File: config.mk
export PLATFORM = sky130hd
export DESIGN_NAME = spi_host
export DESIGN_NICKNAME = d
export VERILOG_FILES = /design/src/verilog/bus_pkg.sv /design/src/verilog/spi_pkg.sv /design/src/verilog/spi_host.sv /design/src/verilog/spi_regs.sv /design/src/verilog/spi_core.sv /design/src/verilog/byte_fifo.sv
export SDC_FILE = /design/constraint.sdc
export NUM_CORES = 1
export LEC_CHECK = 0
export BUFFER_PORTS_ARGS = -buffer_cell sky130_fd_sc_hd__buf_2
export CAP_MARGIN = 20
export CELL_PAD_IN_SITES_DETAIL_PLACEMENT = 0
export CELL_PAD_IN_SITES_GLOBAL_PLACEMENT = 1
export CORE_MARGIN = 10
export CORE_UTILIZATION = 51
export DETAILED_ROUTE_END_ITERATION = 10
export GPL_TIMING_DRIVEN = 1
export PLACE_DENSITY = 0.77
export SKIP_CTS_REPAIR_TIMING = 1
export SLEW_MARGIN = 10
export SYNTH_ARGS = -nofsm -noshare
export SYNTH_HDL_FRONTEND = slang
export SYNTH_SLANG_ARGS = --single-unit
File: constraint.sdc
create_clock -name clk -period 3.49 [get_ports clk]
set_input_delay 0.1745 -clock clk [delete_from_list [all_inputs] [get_ports clk]]
set_output_delay 0.1745 -clock clk [all_outputs]
set_load 0.02 [all_outputs]
File: src/verilog/bus_pkg.sv
`default_nettype none

package bus_pkg;

	localparam int BUS_AW = 2;  // word address
	localparam int BUS_DW = 32;

	// register map
	localparam logic [BUS_AW-1:0] REG_STATUS = 2'd0;
	localparam logic [BUS_AW-1:0] REG_COUNT = 2'd1;
	localparam logic [BUS_AW-1:0] REG_MODE = 2'd2;
	localparam logic [BUS_AW-1:0] REG_DATA = 2'd3;

	// status word, read only
	typedef struct packed {
		logic en_act;          // enabled and tx data pending
		logic [26:0] reserved;
		logic overflow;
		logic underflow;
		logic full;
		logic tx_empty;
	} spi_status_t;

endpackage

`default_nettype wire

File: src/verilog/spi_pkg.sv
`default_nettype none

package spi_pkg;

	localparam int BYTE_W = 8;
	localparam int BAUD_W = 8;

	// both buffers share this sizing
	localparam int FIFO_AW = 4;
	localparam int FIFO_DEPTH = 16;

	// half-bit counter width in the shift engine
	localparam int HALF_W = $clog2(2 * BYTE_W);

	// 0..FIFO_DEPTH, so one bit wider than the pointers
	typedef logic [FIFO_AW:0] fifo_cnt_t;

	// mode register layout, msb first
	typedef struct packed {
		logic [15:0] sel;          // slave selects, active high here
		logic [BAUD_W-1:0] baud_div; // half-bit period minus one
		logic cpha;
		logic cpol;
		logic lsbfe;               // lsb first when set
		logic [3:0] reserved;
		logic en;
	} spi_mode_t;

endpackage

`default_nettype wire
File: src/verilog/spi_host.sv
`timescale 1ns/1ps
`default_nettype none

module spi_host import spi_pkg::*, bus_pkg::*; (
	input wire clk,
	input wire rst,
	input wire cs_i,
	input wire [BUS_AW-1:0] addr_i,
	input wire [BUS_DW/8-1:0] sel_i,
	input wire we_i,
	input wire [BUS_DW-1:0] wr_data_i,
	output logic [BUS_DW-1:0] rd_data_o,
	output logic ack_o,
	output logic sck_o,
	output logic mosi_o,
	input wire miso_i,
	output logic [15:0] sel_n_o,
	output logic irq_o
);

	spi_mode_t mode;
	logic tx_push;
	logic [BYTE_W-1:0] tx_byte;
	logic rx_pop;
	logic buf_clr;
	fifo_cnt_t tx_count;
	fifo_cnt_t rx_count;
	logic [BYTE_W-1:0] tx_head;
	logic [BYTE_W-1:0] rx_head;
	logic tx_empty;
	logic [BYTE_W-1:0] core_rx_byte;
	logic core_done;      // pops tx and pushes rx together

	assign sel_n_o = ~mode.sel;  // pins are active low

	spi_regs spi_regs_i (
		.clk(clk),
		.rst(rst),
		.cs_i(cs_i),
		.addr_i(addr_i),
		.sel_i(sel_i),
		.we_i(we_i),
		.wr_data_i(wr_data_i),
		.rd_data_o(rd_data_o),
		.ack_o(ack_o),
		.mode_o(mode),
		.tx_count_i(tx_count),
		.rx_count_i(rx_count),
		.rx_byte_i(rx_head),
		.tx_push_o(tx_push),
		.tx_byte_o(tx_byte),
		.rx_pop_o(rx_pop),
		.buf_clr_o(buf_clr),
		.irq_o(irq_o)
	);

	spi_core spi_core_i (
		.clk(clk),
		.rst(rst),
		.mode_i(mode),
		.tx_avail_i(~tx_empty),
		.tx_byte_i(tx_head),
		.rx_byte_o(core_rx_byte),
		.done_o(core_done),
		.sck_o(sck_o),
		.miso_i(miso_i),
		.mosi_o(mosi_o)
	);

	byte_fifo tx_fifo_i (
		.clk(clk),
		.rst(rst),
		.clr_i(buf_clr),
		.push_i(tx_push),
		.data_i(tx_byte),
		.pop_i(core_done),
		.data_o(tx_head),
		.count_o(tx_count),
		.empty_o(tx_empty)
	);

	byte_fifo rx_fifo_i (
		.clk(clk),
		.rst(rst),
		.clr_i(buf_clr),
		.push_i(core_done),
		.data_i(core_rx_byte),
		.pop_i(rx_pop),
		.data_o(rx_head),
		.count_o(rx_count),
		.empty_o()
	);

endmodule

`default_nettype wire

File: src/verilog/spi_regs.sv
`timescale 1ns/1ps
`default_nettype none

module spi_regs import spi_pkg::*, bus_pkg::*; (
	input wire clk,
	input wire rst,
	input wire cs_i,
	input wire [BUS_AW-1:0] addr_i,
	input wire [BUS_DW/8-1:0] sel_i,
	input wire we_i,
	input wire [BUS_DW-1:0] wr_data_i,
	output logic [BUS_DW-1:0] rd_data_o,
	output logic ack_o,
	output spi_mode_t mode_o,
	input wire fifo_cnt_t tx_count_i,
	input wire fifo_cnt_t rx_count_i,
	input wire [BYTE_W-1:0] rx_byte_i,
	output logic tx_push_o,
	output logic [BYTE_W-1:0] tx_byte_o,
	output logic rx_pop_o,
	output logic buf_clr_o,
	output logic irq_o
);

	logic access;
	logic mode_wr;
	logic data_wr;
	logic data_rd;
	logic ovf_flag;
	logic unf_flag;
	logic ovf_evt;
	logic unf_evt;
	logic empty_evt;
	logic tx_empty;
	logic tx_empty_q;
	logic rx_empty;
	logic full;
	fifo_cnt_t used;
	fifo_cnt_t tx_left;
	spi_status_t status;
	logic [BUS_DW-1:0] rd_mux;

	assign access = cs_i & ~ack_o;  // one access per cs cycle
	assign mode_wr = access & we_i & (addr_i == REG_MODE);
	assign data_wr = access & we_i & (addr_i == REG_DATA);
	assign data_rd = access & ~we_i & (addr_i == REG_DATA);

	// tx and rx together form one logical buffer
	assign used = tx_count_i + rx_count_i;
	assign full = (used == fifo_cnt_t'(FIFO_DEPTH));
	assign tx_left = fifo_cnt_t'(FIFO_DEPTH) - used;
	assign tx_empty = (tx_count_i == '0);
	assign rx_empty = (rx_count_i == '0);

	assign ovf_evt = data_wr & full;
	assign unf_evt = data_rd & rx_empty;
	assign empty_evt = tx_empty & ~tx_empty_q;

	always_comb begin
		status = '0;
		status.en_act = mode_o.en & ~tx_empty;
		status.overflow = ovf_flag;
		status.underflow = unf_flag;
		status.full = full;
		status.tx_empty = tx_empty;
	end

	always_comb begin
		case (addr_i)
			REG_STATUS: rd_mux = status;
			REG_COUNT: rd_mux = {(BUS_DW/2)'(rx_count_i), (BUS_DW/2)'(tx_left)};
			REG_MODE: rd_mux = mode_o;
			REG_DATA: rd_mux = rx_empty ? '0 : BUS_DW'(rx_byte_i);  // zero on underflow
			default: rd_mux = '0;
		endcase
	end

	always_ff @(posedge clk) begin
		if (rst) begin
			ack_o <= 1'b0;
			mode_o <= '0;
			tx_push_o <= 1'b0;
			rx_pop_o <= 1'b0;
			buf_clr_o <= 1'b0;
		end else begin
			ack_o <= access;
			tx_push_o <= data_wr & ~full;  // dropped when full
			rx_pop_o <= data_rd & ~rx_empty;
			buf_clr_o <= mode_wr;
			if (mode_wr) begin
				for (int i = 0; i < BUS_DW / 8; i++) begin
					if (sel_i[i])
						mode_o[8*i +: 8] <= wr_data_i[8*i +: 8];
				end
			end
		end
	end

	// rx head is read before the pop lands
	always_ff @(posedge clk) begin
		if (access)
			rd_data_o <= rd_mux;
		if (data_wr)
			tx_byte_o <= wr_data_i[BYTE_W-1:0];  // sel_i ignored here
	end

	// sticky flags, cleared with the buffers
	always_ff @(posedge clk) begin
		if (rst || buf_clr_o) begin
			ovf_flag <= 1'b0;
			unf_flag <= 1'b0;
		end else begin
			if (ovf_evt)
				ovf_flag <= 1'b1;
			if (unf_evt)
				unf_flag <= 1'b1;
		end
	end

	always_ff @(posedge clk) begin
		if (rst) begin
			tx_empty_q <= 1'b1;
			irq_o <= 1'b0;
		end else begin
			tx_empty_q <= tx_empty;
			irq_o <= ovf_evt | unf_evt | empty_evt;
		end
	end

endmodule

`default_nettype wire

File: src/verilog/spi_core.sv
`timescale 1ns/1ps
`default_nettype none

module spi_core import spi_pkg::*; (
	input wire clk,
	input wire rst,
	input wire spi_mode_t mode_i,
	input wire tx_avail_i,
	input wire [BYTE_W-1:0] tx_byte_i,
	output logic [BYTE_W-1:0] rx_byte_o,
	output logic done_o,
	output logic sck_o,
	input wire miso_i,
	output logic mosi_o
);

	logic busy;
	logic [BAUD_W-1:0] div_cnt;
	logic [HALF_W-1:0] half;      // half-bit index within the byte
	logic [BYTE_W-1:0] tx_sr;
	logic sck_q;                  // clock phase before polarity
	logic start;
	logic tick;
	logic last;
	logic sample;
	logic shift;

	// the done cycle is the idle gap, so the popped head has settled
	assign start = ~busy & ~done_o & mode_i.en & tx_avail_i;

	assign tick = busy & (div_cnt == mode_i.baud_div);
	assign last = (half == HALF_W'(2 * BYTE_W - 1));

	// even halves end on a leading edge, odd halves on a trailing edge
	// cpha 0 samples on leading, cpha 1 on trailing
	assign sample = tick & (half[0] == mode_i.cpha);

	// first bit is already on mosi from the load
	assign shift = tick & (half[0] != mode_i.cpha) & (half != '0);

	always_ff @(posedge clk) begin
		if (rst) begin
			busy <= 1'b0;
			div_cnt <= '0;
			half <= '0;
			sck_q <= 1'b0;
			done_o <= 1'b0;
		end else begin
			done_o <= tick & last;

			if (start) begin
				busy <= 1'b1;
				div_cnt <= '0;
				half <= '0;
			end else if (tick) begin
				div_cnt <= '0;
				sck_q <= ~sck_q;  // 16 toggles, ends back at idle
				half <= half + 1'b1;
				if (last)
					busy <= 1'b0;
			end else if (busy) begin
				div_cnt <= div_cnt + 1'b1;
			end
		end
	end

	// shift registers
	always_ff @(posedge clk) begin
		if (start)
			tx_sr <= tx_byte_i;
		else if (shift)
			tx_sr <= mode_i.lsbfe ? (tx_sr >> 1) : (tx_sr << 1);

		if (sample) begin
			if (mode_i.lsbfe)
				rx_byte_o <= {miso_i, rx_byte_o[BYTE_W-1:1]};
			else
				rx_byte_o <= {rx_byte_o[BYTE_W-2:0], miso_i};
		end
	end

	assign mosi_o = mode_i.lsbfe ? tx_sr[0] : tx_sr[BYTE_W-1];
	assign sck_o = sck_q ^ mode_i.cpol;  // idles at cpol

endmodule

`default_nettype wire

File: src/verilog/byte_fifo.sv
`timescale 1ns/1ps
`default_nettype none

module byte_fifo import spi_pkg::*; (
	input wire clk,
	input wire rst,
	input wire clr_i,
	input wire push_i,
	input wire [BYTE_W-1:0] data_i,
	input wire pop_i,
	output logic [BYTE_W-1:0] data_o,
	output fifo_cnt_t count_o,
	output logic empty_o
);

	logic [BYTE_W-1:0] mem [FIFO_DEPTH];
	logic [FIFO_AW-1:0] wr_ptr;
	logic [FIFO_AW-1:0] rd_ptr;
	logic full;
	logic do_push;
	logic do_pop;

	assign empty_o = (count_o == '0);
	assign full = (count_o == fifo_cnt_t'(FIFO_DEPTH));

	// a pop frees a slot for a push in the same cycle
	assign do_pop = pop_i & ~empty_o;
	assign do_push = push_i & (~full | do_pop);

	assign data_o = mem[rd_ptr];  // show-ahead head

	always_ff @(posedge clk) begin
		if (rst || clr_i) begin
			wr_ptr <= '0;
			rd_ptr <= '0;
			count_o <= '0;
		end else begin
			if (do_push)
				wr_ptr <= wr_ptr + 1'b1;
			if (do_pop)
				rd_ptr <= rd_ptr + 1'b1;

			case ({do_push, do_pop})
				2'b10: count_o <= count_o + 1'b1;
				2'b01: count_o <= count_o - 1'b1;
				default: count_o <= count_o;  // idle or both
			endcase
		end
	end

	// storage
	always_ff @(posedge clk) begin
		if (do_push)
			mem[wr_ptr] <= data_i;
	end

endmodule

`default_nettype wire

* Yosys cells after proc, flatten, opt, wreduce, memory -nomap -nowiden *
Memories as Yosys holds them, arrays and structs flattened. A register that Yosys moved wholly into a read port is not among the register bits.
Index checks and enable logic that the tools add are counted.

storage, ports and cells
  bits in registers = 137
  latch bits = 0
  bits in writable memories = 256
  memory bits (read-only) = 0
  input port bits = 43
  output and inout port bits = 52
  word-level logic and storage cells = 139
  memories kept = 2

memory list
  name           words  width  rd ports  clocked after memory_dff  wr ports  line             RTL
  rx_fifo_i.mem  16     8      1         1                         1         byte_fifo.sv:16  logic [BYTE_W-1:0] mem [FIFO_DEPTH];
  tx_fifo_i.mem  16     8      1         1                         1         byte_fifo.sv:16

operators by class
  add/sub/neg operators = 12
  multiply operators = 0
  divide/modulo/power cells = 0
  magnitude comparators = 0
  equality and inequality tests = 14
  shift-type cells = 0
  mux-type cells = 20
  bitwise logic cells = 42
  reductions and logical operators = 18

operators by type and width
  operator                                                             number
  32-bit one-hot mux with 4 select lines                               1
  8-bit 2-to-1 mux                                                     5
  1-bit bitwise AND                                                    24
  4-bit by 1-bit adder with 4-bit output (second input constant)       5
  5-bit one-hot mux with 2 select lines                                2
  4-bit 2-to-1 mux                                                     4
  16-bit inverter                                                      1
  5-bit == test (second input constant)                                3
  1-bit inverter                                                       12
  2-bit AND reduction                                                  6
  5-bit by 1-bit adder with 5-bit output (second input constant)       2
  5-bit zero test                                                      2
  2-bit nonzero test                                                   5
  5-bit by 1-bit subtractor with 5-bit output (second input constant)  2
  8-bit by 1-bit adder with 8-bit output (second input constant)       1
  2-bit == test (second input constant)                                4
  8-bit == test                                                        1
  1-bit 2-to-1 mux                                                     8
  2-bit by 1-bit == test with 1-bit output (second input constant)     3
  5-bit adder                                                          1
  5-bit subtractor (first input constant)                              1
  4-bit == test (second input constant)                                1
  1-bit bitwise OR                                                     4
  4-bit nonzero test                                                   1
  7 further kinds                                                      7

* Depth between registers and ports, before layout *
Gate-level depths: netlist of run 1.

  depth after elaboration = 7
  depth in mapped cells = 10
  depth with buffers taken out = 9

* Cells and area by module *
A second synthesis of run 1 with hierarchy kept.

second synthesis, totals
  cell total of the unflattened synthesis = 1,078
  area, all modules = 16,821.1 µm²

by module, submodules not included
  module     instances  cells an instance  area an instance (µm²)  seq. area each (µm²)
  byte_fifo  2          325                5,889.4                 4,184.0
  spi_regs   1          259                3,337.0                 2,001.9
  spi_core   1          152                1,641.6                 780.7
  spi_host   1          17                 63.8                    0.0

* Worst setup path after synthesis of run 1 *
OpenSTA, ideal clock, no wires.

  path type = register -> register
  start point = register rx_fifo_i.count_o[1]
  end point = register rx_fifo_i.count_o[4]
  setup time = 132 ps
  data arrival time = 2,677 ps
  data required time = 3,358 ps
  slack = 681 ps
  stages on the path, launching flop included = 10
  path buffers = 0
  period minus slack after synthesis = 2,809 ps
  cells stage by stage = dfxtp_1 > nor4_2 > a21oi_1 > and2_1 > fa_1 > a21o_1 > a21oi_1 > nor2_1 > a221oi_1 > a21oi_1

on the way
  word-level cells in the longest chain between the ends = 7
  elaborated cells on any way between the ends = 13
  those cells by class = 2 x add/sub; 3 x eq/ne; 1 x mux; 5 x bitwise; 2 x reduce/logical

RTL lines
  what                                                                         line             RTL
  from (decl)                                                                  byte_fifo.sv:12  output fifo_cnt_t count_o,
  from (signal assigned)                                                       byte_fifo.sv:44  2'b10: count_o <= count_o + 1'b1;
  from (signal assigned)                                                       byte_fifo.sv:45  2'b01: count_o <= count_o - 1'b1;
  from (signal assigned)                                                       byte_fifo.sv:46  default: count_o <= count_o;
  5-bit zero test                                                              byte_fifo.sv:23  assign empty_o = (count_o == '0);
  1-bit inverter                                                               byte_fifo.sv:27  assign do_pop = pop_i & ~empty_o;
  1-bit bitwise AND                                                            byte_fifo.sv:27
  1-bit bitwise OR                                                             byte_fifo.sv:28  assign do_push = push_i & (~full | do_pop);
  1-bit bitwise AND                                                            byte_fifo.sv:28
  2-bit by 1-bit == test with 1-bit output or 2-bit == test (tied branches)    byte_fifo.sv:43  case ({do_push, do_pop})
  5-bit one-hot mux with 2 select lines or 2-bit nonzero test (tied branches)  -

Several ways; a longest one is shown, not always the timed one.
A chain may end at the register's enable or synchronous reset.

* Worst setup path after layout of run 1 *
  start point = register rx_fifo_i.count_o[2]
  end point = register rx_fifo_i.count_o[4]

The elaborated chain is that of the path after synthesis.

==> results.json, run 1 <==
{
  "drt_iter0_drc": 742,
  "synth_area_um2": 16280,
  "antenna_left": 0,
  "io_pins": 95,
  "fin_ws_ns": 0.3772,
  "core_um2": 31560,
  "wl_per_cell_um": 22.57,
  "cts_tree": "yes",
  "finalHoldViolCount": 2,
  "timing.rr.end": "rx_fifo_i.count_o[4]",
  "power_mw": 9.501,
  "overflow": 0,
  "setup_viol": 0,
  "portBuffers": 94,
  "finalCriticalPeriod_ns": 3.113,
  "yosysMostFrequentCell": "edfxtp_1",
  "synth_top_area_frac": 0.5756,
  "cts.sinks": 401,
  "fp.dieH_um": 198.6,
  "r2r_cells": 9,
  "seq_area_frac_synth": 0.6851,
  "dr.pass1.iters": 5,
  "cts.clk_slew.worst_paths_ns": 0.06,
  "hold_class": "in -> reg",
  "start_util": 0.5158,
  "place.gp.congestion": 0.8045,
  "route.detailed.drc": 0,
  "p_leak_nw": 6.334,
  "grt_pass1_wl_um": 55460,
  "fin_skew_ns": 0.01748,
  "crit_buf_inv": 0,
  "endpoint": "rx_fifo_i.count_o[4]",
  "path_cells": "nor4_2 > a21oi_1 > and2_1 > fa_1 > a21o_1 > a21oi_1 > nor2_1 > a221oi_1 > a21oi_1",
  "syn_to_final_growth_pct": 15.61,
  "cts_made_buffers": 41,
  "clockBufferDepth": 3,
  "status": "complete, but fails checks",
  "grt_antenna_before_repair": 0,
  "postPlaceCellArea_um2": 17210,
  "cp-startpoint": "rx_fifo_i.count_o[2]",
  "failed_checks": "hold timing",
  "irDropWorstVdd_uv": 331.8,
  "setup_tns_ns": 0,
  "layout.nets": 1264,
  "worstReg2RegStart": "rx_fifo_i.count_o[2]",
  "vias": 9251,
  "cp_num_cells": 9,
  "worstPathArrival_ns": 3.50,
  "drt_wl_total_um": 36730,
  "holdWs_ns": -0.02840,
  "synth_nets": 1123,
  "cp-start-kind": "register",
  "fmax_mhz": 321.2,
  "timing_worst_setup_path_type": "reg -> reg",
  "worst_slew_pin_slew_ns": 1.014,
  "ys_async_sr_fraction": 0,
  "dp_slack_ns": 0.4161,
  "h-tree-depth": 2,
  "die_w_um": 198.6,
  "grt_max_degree": 41,
  "rsz0062_at_grt": "false",
  "finish.utilization": 0.5963,
  "p_per_area_nw_per_um2": 504.9,
  "final_area_um2": 18820,
  "drive_above_1_share": 0.2229,
  "yosys_register_bits": 401,
  "max_stage_delay_ns": 0.63,
  "fp-row-count": 65,
  "critPathTopFamily": "compound AO/OA/AOI/OAI gates",
  "syn_inst": 1052,
  "synth_area_leaders": "edfxtp_1 (58%), dfxtp_1 (11%), mux4_2 (9.1%), mux2i_1 (2.1%), ha_1 (1.9%)",
  "end_kind": "register",
  "grtUsageTotal": 0.1846,
  "ys_warn_count": 0,
  "reg2reg_setup_slack_ns": 0.38,
  "grt_pass1_vias": 9170,
  "maxSlewHeadroom": 0.3228,
  "yosys-top-cells-count": "edfxtp_1 (312), dfxtp_1 (89), mux4_2 (66), nor2_1 (65), nand2_1 (62)",
  "synth_cell_types": 51,
  "cp_max_fo": 8,
  "viasPerCell": 5.686,
  "dp.cells": 1519,
  "cp.required_ns": 3.87,
  "fin_crit_sh": 0.8919,
  "synth_edf_count": 312,
  "syn_area_per_cell_um2": 15.47,
  "dpl.hpwl_um": 24490,
  "root_buffer": "clkbuf_16",
  "crit_top_cell": "a21oi_1",
  "yosysTopAreaCell": "edfxtp_1",
  "maxCapViolations": 0,
  "layout.cells.non_filler": 1627,
  "clk_latency_ns": 0.53,
  "synth_ff_type": "edfxtp_1",
  "crit_slowest_cell": "nor4_2",
  "n_antenna_cell": 0,
  "slew_viol_final": 0,
  "fp.dieArea_um2": 39460
}
-- power by group --
| group | leakage, nW | internal (mW) | switching, mW |
|---|---|---|---|
| Sequential | 3.55 | 5.12 | 0.0202 |
| Clock | 0.618 | 2.39 | 1.76 |
| Combinational | 2.16 | 0.0765 | 0.132 |
| Total | 6.33 | 7.59 | 1.91 |
-- sequential cells by signal, summed over array words and instances, names as in the netlist, 5 cells and up, named ones only --
| signal | flops |
|---|---|
| spi_core_i.tx_sr | 8 |
| rx_fifo_i.mem | 128 |
| tx_fifo_i.mem | 128 |
| spi_core_i.div_cnt | 8 |
| tx_fifo_i.count_o | 5 |
| spi_regs_i.mode_o | 32 |
| spi_regs_i.rd_data_o | 32 |
| spi_regs_i.tx_byte_o | 8 |
| spi_core_i.rx_byte_o | 8 |
| rx_fifo_i.count_o | 5 |
-- logic make-up after synthesis --
| logic type | synth area share |
|---|---|
| AO/OA/AOI/OAI | 0.04351 |
| XOR/XNOR | 0.02368 |
| adder cells (fa/ha/maj) | 0.02291 |
| buffers and inverters | 0.02152 |
| flip-flops | 0.6851 |
| multiplexers | 0.1240 |
| AND/OR/NAND/NOR | 0.07926 |
-- cell usage in the layout (no fill, tap or decap), drive strengths merged, types with 2 or more instances in the layout --
cell type    count
nand2b           5
xor2            17
a22o             8
dfxtp           89
a21o             7
nand4            6
or2              2
nor3b            2
xnor2           27
clkinv          17
mux2            17
a221oi           2
nor4             8
dlygate4sd3     33
buf            118
mux2i           34
nand2           63
o22ai            2
nor2b            7
a21oi           61
a31oi            2
nand3b           3
nor3             7
edfxtp         312
and3             5
a22oi            2
ha              25
o21ai            6
inv             34
mux4            66
and2            38
nand3           43
a221o            3
bufinv           2
fa               3
a211oi          13
clkbuf          55
nor2            73
-- worst min-delay path by stage --
stage	start	endpoint	slack, ns	cells past startpoint
after floorplan	we_i	spi_regs_i.rx_pop_o	0.25	1
after global placement	wr_data_i[1]	spi_regs_i.tx_byte_o[1]	0.40	1
after detailed placement	wr_data_i[0]	spi_regs_i.tx_byte_o[0]	0.40	1
after CTS	we_i	spi_regs_i.rx_pop_o	-0.16	2
after global routing	wr_data_i[19]	spi_regs_i.mode_o[19]	0.007	3
final	cs_i	spi_regs_i.ack_o	-0.03	3
-- layer usage --
layer,track usage,up-vias,part of all wire
met3,0.03954,46,0.078
met4,0.05284,0,0.021
met2,0.2735,311,0.45
met5,0,-,0
met1,0.2691,4650,0.45
li1,-,4244,-
-- worst register-to-register path, stage by stage, from the launching register on --
cell and delay [ns]:
dfxtp_1 0.37, nor4_2 0.63, a21oi_1 0.31, and2_1 0.30, fa_1 0.42, a21o_1 0.17, a21oi_1 0.29, nor2_1 0.10
a221oi_1 0.30, a21oi_1 0.10
-- cell type report --
type	instances	area, µm²
fill	2395	12740
multi-input combinational	564	4778
clock buffer	55	1110
clock inverter	20	162.7
tap	402	503.0
timing repair buffer	151	980.9
inverter	34	127.6
sequential	401	11150
Note: power is estimated with default switching activity, not from simulation.
==> inputs of run 2 (changes only) <==
--- a/config.mk
+++ b/config.mk
@@ -10,10 +10,10 @@
 export CELL_PAD_IN_SITES_DETAIL_PLACEMENT = 0
 export CELL_PAD_IN_SITES_GLOBAL_PLACEMENT = 1
 export CORE_MARGIN = 10
-export CORE_UTILIZATION = 51
+export CORE_UTILIZATION = 25
 export DETAILED_ROUTE_END_ITERATION = 10
 export GPL_TIMING_DRIVEN = 1
-export PLACE_DENSITY = 0.77
+export PLACE_DENSITY_LB_ADDON = 0.1
 export SKIP_CTS_REPAIR_TIMING = 1
 export SLEW_MARGIN = 10
 export SYNTH_ARGS = -nofsm -noshare
==> run 2 against run 1 <==
Compared with the run above: the flow now finishes without violations; critical path depth did not move; final area increased by 6.8%; clock skew is 0.0058 ns higher; flip-flop and latch count unchanged.
==> results.json, run 2 (synthesis results as in run 1) <==
{
  "status": "completed",
  "clk_latency_ns": 0.59,
  "cp_max_fo": 8,
  "finalHoldViolCount": 0,
  "io_pins": 95,
  "antenna_left": 0,
  "multi_input_area_um2": 4777,
  "root_buffer": "clkbuf_16",
  "layout.nets": 1311,
  "final_area_um2": 20090,
  "min_from": "addr_i[0]",
  "p_leak_nw": 6.600,
  "grt_pass1_wl_um": 64510,
  "hold_end": "spi_regs_i.tx_push_o",
  "dp_slack_ns": 0.4088,
  "worstReg2RegStart": "rx_fifo_i.count_o[0]",
  "fill_cells": 6400,
  "viasPerCell": 4.309,
  "timing_worst_setup_path_type": "reg -> reg",
  "route.detailed.drc": 0,
  "rsz0062_at_grt": "false",
  "portBuffers": 94,
  "maxCapViolations": 0,
  "p_per_area_nw_per_um2": 515.0,
  "cts_tree": "yes",
  "drt_iter0_drc": 641,
  "vias": 9186,
  "core_um2": 64460,
  "grt_pass1_vias": 9539,
  "maxSlewHeadroom": 0.3847,
  "cts.sinks": 401,
  "grt_antenna_before_repair": 2,
  "fin_skew_ns": 0.02328,
  "fin_ws_ns": 0.3394,
  "drt_wl_total_um": 43980,
  "cp-start-kind": "register",
  "finalCriticalPeriod_ns": 3.151,
  "fp.dieArea_um2": 75710,
  "worstPathArrival_ns": 3.58,
  "top_regs": "rx_fifo_i.mem (128), tx_fifo_i.mem (128)",
  "clockBufferDepth": 3,
  "setup_tns_ns": 0,
  "fp.dieH_um": 275.2,
  "place.gp.congestion": 0.7322,
  "grt_max_degree": 38,
  "dpl.hpwl_um": 28930,
  "h-tree-depth": 2,
  "setup_viol": 0,
  "die_w_um": 275.2,
  "start_util": 0.2525,
  "layout_commonest_cell": "edfxtp_1",
  "wl_per_cell_um": 20.63,
  "seqCellArea_um2": 11150,
  "fp-row-count": 93,
  "cp.required_ns": 3.92,
  "overflow": 0,
  "worstHoldPathCells": 3,
  "n_antenna_cell": 0,
  "layout.cells.non_filler": 2132,
  "end_kind": "register",
  "drive_above_1_share": 0.2334,
  "fmax_mhz": 317.4,
  "cts.clk_slew.worst_paths_ns": 0.06,
  "grtUsageTotal": 0.1146,
  "reg2reg_setup_slack_ns": 0.34,
  "worst_slew_pin_slew_ns": 0.9217,
  "postPlaceCellArea_um2": 17910,
  "dr.pass1.iters": 4,
  "timing.rr.end": "rx_fifo_i.count_o[4]",
  "irDropWorstVdd_uv": 303.7,
  "cts_made_buffers": 48,
  "dp.cells": 1984,
  "syn_to_final_growth_pct": 23.45,
  "fin_crit_sh": 0.9027,
  "hold_class": "in -> reg",
  "layout_common_cells": "edfxtp_1 (312), buf_2 (94), dfxtp_1 (87)",
  "r2r_cells": 9,
  "slew_viol_final": 0
}
## run 2: cell types whose count changed in the layout (fill, tap and decap cells not counted)
cell | before | now
clkinvlp_4 | 1 | 2
clkinv_1 | 10 | 9
dlygate4sd3_1 | 33 | 61
clkbuf_16 | 42 | 48
clkbuf_1 | 12 | 11
bufinv_16 | 2 | 5
and3_1 | 4 | 5
clkinv_2 | 5 | 8
and3_2 | 1 | 0
buf_4 | 24 | 33
clkinv_16 | 0 | 2
buf_12 | 0 | 3
inv_8 | 1 | 0
## run 2: stage by stage
stage               utilization  hold WS, ns  total power, mW
floorplan                     -       0.2530            5.332
global placement         0.2778       0.3823            5.434
detailed placement       0.2778       0.3844            5.431
CTS                      0.3022      -0.2557            10.50
global route             0.3117      0.08478            10.72
finish                   0.3117      0.08737            10.35
## run 2: report_power, final
| part | internal (mW) | switching (mW) | total (mW) |
|---|---|---|---|
| clock | 2.94 | 2.04 | 4.98 |
| sequential | 5.12 | 0.0226 | 5.14 |
| combinational | 0.0830 | 0.137 | 0.220 |
## run 2: worst max-delay path, cell delays in order (launching register included)
cell,delay [ns]
dfxtp_1,0.40
nor4_2,0.72
a21oi_1,0.19
and2_1,0.26
fa_1,0.42
a21o_1,0.19
a21oi_1,0.31
nor2_1,0.10
a221oi_1,0.30
a21oi_1,0.10
## run 2: final cells by class
class / instances / share of cell area
Sequential cell: 401 / 0.5551
Clock inverter: 27 / 0.01594
Multi-Input combinational cell: 564 / 0.2377
Clock buffer: 60 / 0.06252
Inverter: 34 / 0.006352
Timing Repair Buffer: 191 / 0.06912
Tap cell: 855 / 0.05324
## run 2: layer usage
metal	wire, µm	vias up	GRT usage	share of wire
met3	1448	65	0.01893	0.033
met4	813	2	0.03077	0.018
li1	-	4353	-	-
met2	20910	128	0.1851	0.48
met1	20800	4638	0.1571	0.47
met5	13	-	0	0.00030
## run 2: how the worst max path moves through the flow
stage / start / end / slack, ns / cells after the start
after floorplan: rx_fifo_i.count_o[1] / rx_fifo_i.count_o[4] / 0.68 / 9
final: rx_fifo_i.count_o[0] / rx_fifo_i.count_o[4] / 0.34 / 9
after detailed placement: rx_fifo_i.count_o[0] / rx_fifo_i.count_o[4] / 0.41 / 9
after global placement: rx_fifo_i.count_o[0] / rx_fifo_i.count_o[4] / 0.44 / 9
after global routing: rx_fifo_i.count_o[0] / rx_fifo_i.count_o[4] / 0.13 / 9
after CTS: rx_fifo_i.count_o[0] / rx_fifo_i.count_o[4] / 0.38 / 9
==> inputs of run 3 (changes only) <==
--- a/config.mk
+++ b/config.mk
@@ -13,6 +13,7 @@
 export CORE_UTILIZATION = 25
 export DETAILED_ROUTE_END_ITERATION = 10
 export GPL_TIMING_DRIVEN = 1
+export MAX_ROUTING_LAYER = met4
 export PLACE_DENSITY_LB_ADDON = 0.1
 export SKIP_CTS_REPAIR_TIMING = 1
 export SLEW_MARGIN = 10
==> run 3 against run 2 <==
Compared with the run above: count of clock-buffer cells in the layout did not move; highest routed layer is now met4; combinational power about the same; global-route usage up 0.35 points; critical endpoint unchanged; sequential share of layout area about the same; first-iteration DRC count grew 6.2%; via count is 0.12% lower; final cell count about the same.
==> results.json, run 3 (synthesis results as in run 1) <==
{
  "max_stage_delay_ns": 0.71,
  "fin_skew_ns": 0.02339,
  "clockBufferDepth": 3,
  "vias": 9175,
  "clockPowerShare": 0.482,
  "start_util": 0.2525,
  "maxCapViolations": 0,
  "syn_to_final_growth_pct": 23.49,
  "layout_common_cells": "edfxtp_1 (312), buf_2 (94), dfxtp_1 (87)",
  "drt_iter0_drc": 681,
  "critPathTopFamily": "compound AO/OA/AOI/OAI gates",
  "drt_wl_total_um": 43950,
  "grt_pass1_wl_um": 64560,
  "finalHoldViolCount": 0,
  "p_sw_frac": 0.2133,
  "place.gp.congestion": 0.7411,
  "cts.clk_slew.worst_paths_ns": 0.06,
  "worst_slew_pin_slew_ns": 0.9390,
  "core_um2": 64460,
  "fp.dieH_um": 275.2,
  "internal_power_mw": 8.143,
  "cts_tree": "yes",
  "hold_class": "in -> reg",
  "grt_pass1_vias": 9517,
  "p_leak_nw": 6.600,
  "timing_worst_setup_path_type": "reg -> reg",
  "irDropWorstVdd_uv": 304.1,
  "worstPathArrival_ns": 3.57,
  "antenna_left": 0,
  "layout_commonest_cell": "edfxtp_1",
  "crit_top_cell": "a21oi_1",
  "layout.cells.non_filler": 2134,
  "pwr-share-comb": 0.021,
  "crit_slowest_cell": "nor4_2",
  "root_buffer": "clkbuf_16",
  "fill_cells": 6399,
  "dp.cells": 1984,
  "end_kind": "register",
  "fp-row-count": 93,
  "fmax_mhz": 318.9,
  "viasPerCell": 4.299,
  "grtUsageTotal": 0.1181,
  "finalCriticalPeriod_ns": 3.136,
  "top_regs": "rx_fifo_i.mem (128), tx_fifo_i.mem (128)",
  "status": "completed",
  "h-tree-depth": 2,
  "cp-start-kind": "register",
  "p_per_area_nw_per_um2": 515.0,
  "dpl.hpwl_um": 28930,
  "p_sw_mw": 2.208,
  "rsz0062_at_grt": "false",
  "io_pins": 95,
  "overflow": 0,
  "clk_latency_ns": 0.59,
  "grt_antenna_before_repair": 2,
  "grt_max_degree": 38,
  "dr.pass1.iters": 4,
  "p_seq_frac": 0.497,
  "layout.nets": 1311,
  "drive_above_1_share": 0.2334,
  "slew_viol_final": 0,
  "cp_max_fo": 8,
  "maxSlewHeadroom": 0.3732,
  "route.detailed.drc": 0,
  "crit_buf_inv": 0,
  "portBuffers": 94,
  "cts_made_buffers": 48,
  "setup_viol": 0,
  "path_cells": "nor4_2 > a21oi_1 > and2_1 > fa_1 > a21o_1 > a21oi_1 > nor2_1 > a221oi_1 > a21oi_1",
  "setup_tns_ns": 0,
  "cts.sinks": 401,
  "fin_crit_sh": 0.8986,
  "wl_per_cell_um": 20.60,
  "fp.dieArea_um2": 75710,
  "cp.required_ns": 3.92,
  "die_w_um": 275.2
}
[run 3: layout make-up]
class	instances	area, µm²	area share
sequential	401	11150	0.5549
multi-input combinational	564	4777	0.2377
timing repair buffer	191	1389	0.06910
clock buffer	60	1256	0.06250
tap	855	1070	0.05323
clock inverter	27	320.3	0.01594
inverter	34	127.6	0.006350
antenna	2	5.005	0.0002490
[run 3: worst register-to-register path, stage by stage (launching register included)]
cell and delay [ns]:
dfxtp_1 0.40, nor4_2 0.71, a21oi_1 0.19, and2_1 0.26, fa_1 0.42, a21o_1 0.19, a21oi_1 0.30, nor2_1 0.11
a221oi_1 0.30, a21oi_1 0.10
[run 3: path summary, 6_finish.rpt]
path                                             from               endpoint  slack (ns)  cells past startpoint
worst max-delay path             rx_fifo_i.count_o[0]   rx_fifo_i.count_o[4]        0.35                      9
worst min-delay path                        addr_i[0]   spi_regs_i.tx_push_o        0.09                      3
worst max register to register   rx_fifo_i.count_o[0]   rx_fifo_i.count_o[4]        0.35                      9
worst min register to register  spi_regs_i.mode_o[26]  spi_regs_i.mode_o[26]        0.46                      2
[run 3: power groups by stage]
stage,Sequential (mW),Combinational [mW],Clock (mW)
CTS,5.14,0.189,5.17
global route,5.14,0.240,5.34
finish,5.14,0.220,4.99
global placement,5.24,0.190,0
floorplan,5.26,0.0737,0
detailed placement,5.24,0.188,0
[run 3: metal layers]
layer | wire length, µm | vias up | part of all wire | track usage
met5 | 0 | - | 0 | -
met4 | 873 | 0 | 0.020 | 0.03077
met3 | 1369 | 70 | 0.031 | 0.02032
met2 | 20840 | 131 | 0.47 | 0.1839
met1 | 20870 | 4623 | 0.47 | 0.1574
li1 | - | 4351 | - | -
[run 3: stage by stage]
| stage | cell area [µm²] | total power, mW | hold WS, ns | utilization | setup WS (ns) |
|---|---|---|---|---|---|
| 2_1_floorplan | 16280 | 5.332 | 0.2530 | - | 0.6807 |
| 3_5_place_dp | 17910 | 5.431 | 0.3844 | 0.2778 | 0.4088 |
| 4_1_cts | 19480 | 10.50 | -0.2557 | 0.3022 | 0.3767 |
| 5_1_grt | 20100 | 10.73 | 0.08479 | 0.3117 | 0.1244 |
| 6_report | 20100 | 10.35 | 0.08725 | 0.3118 | 0.3539 |
| 3_3_place_gp | 17910 | 5.434 | 0.3823 | 0.2778 | 0.4364 |
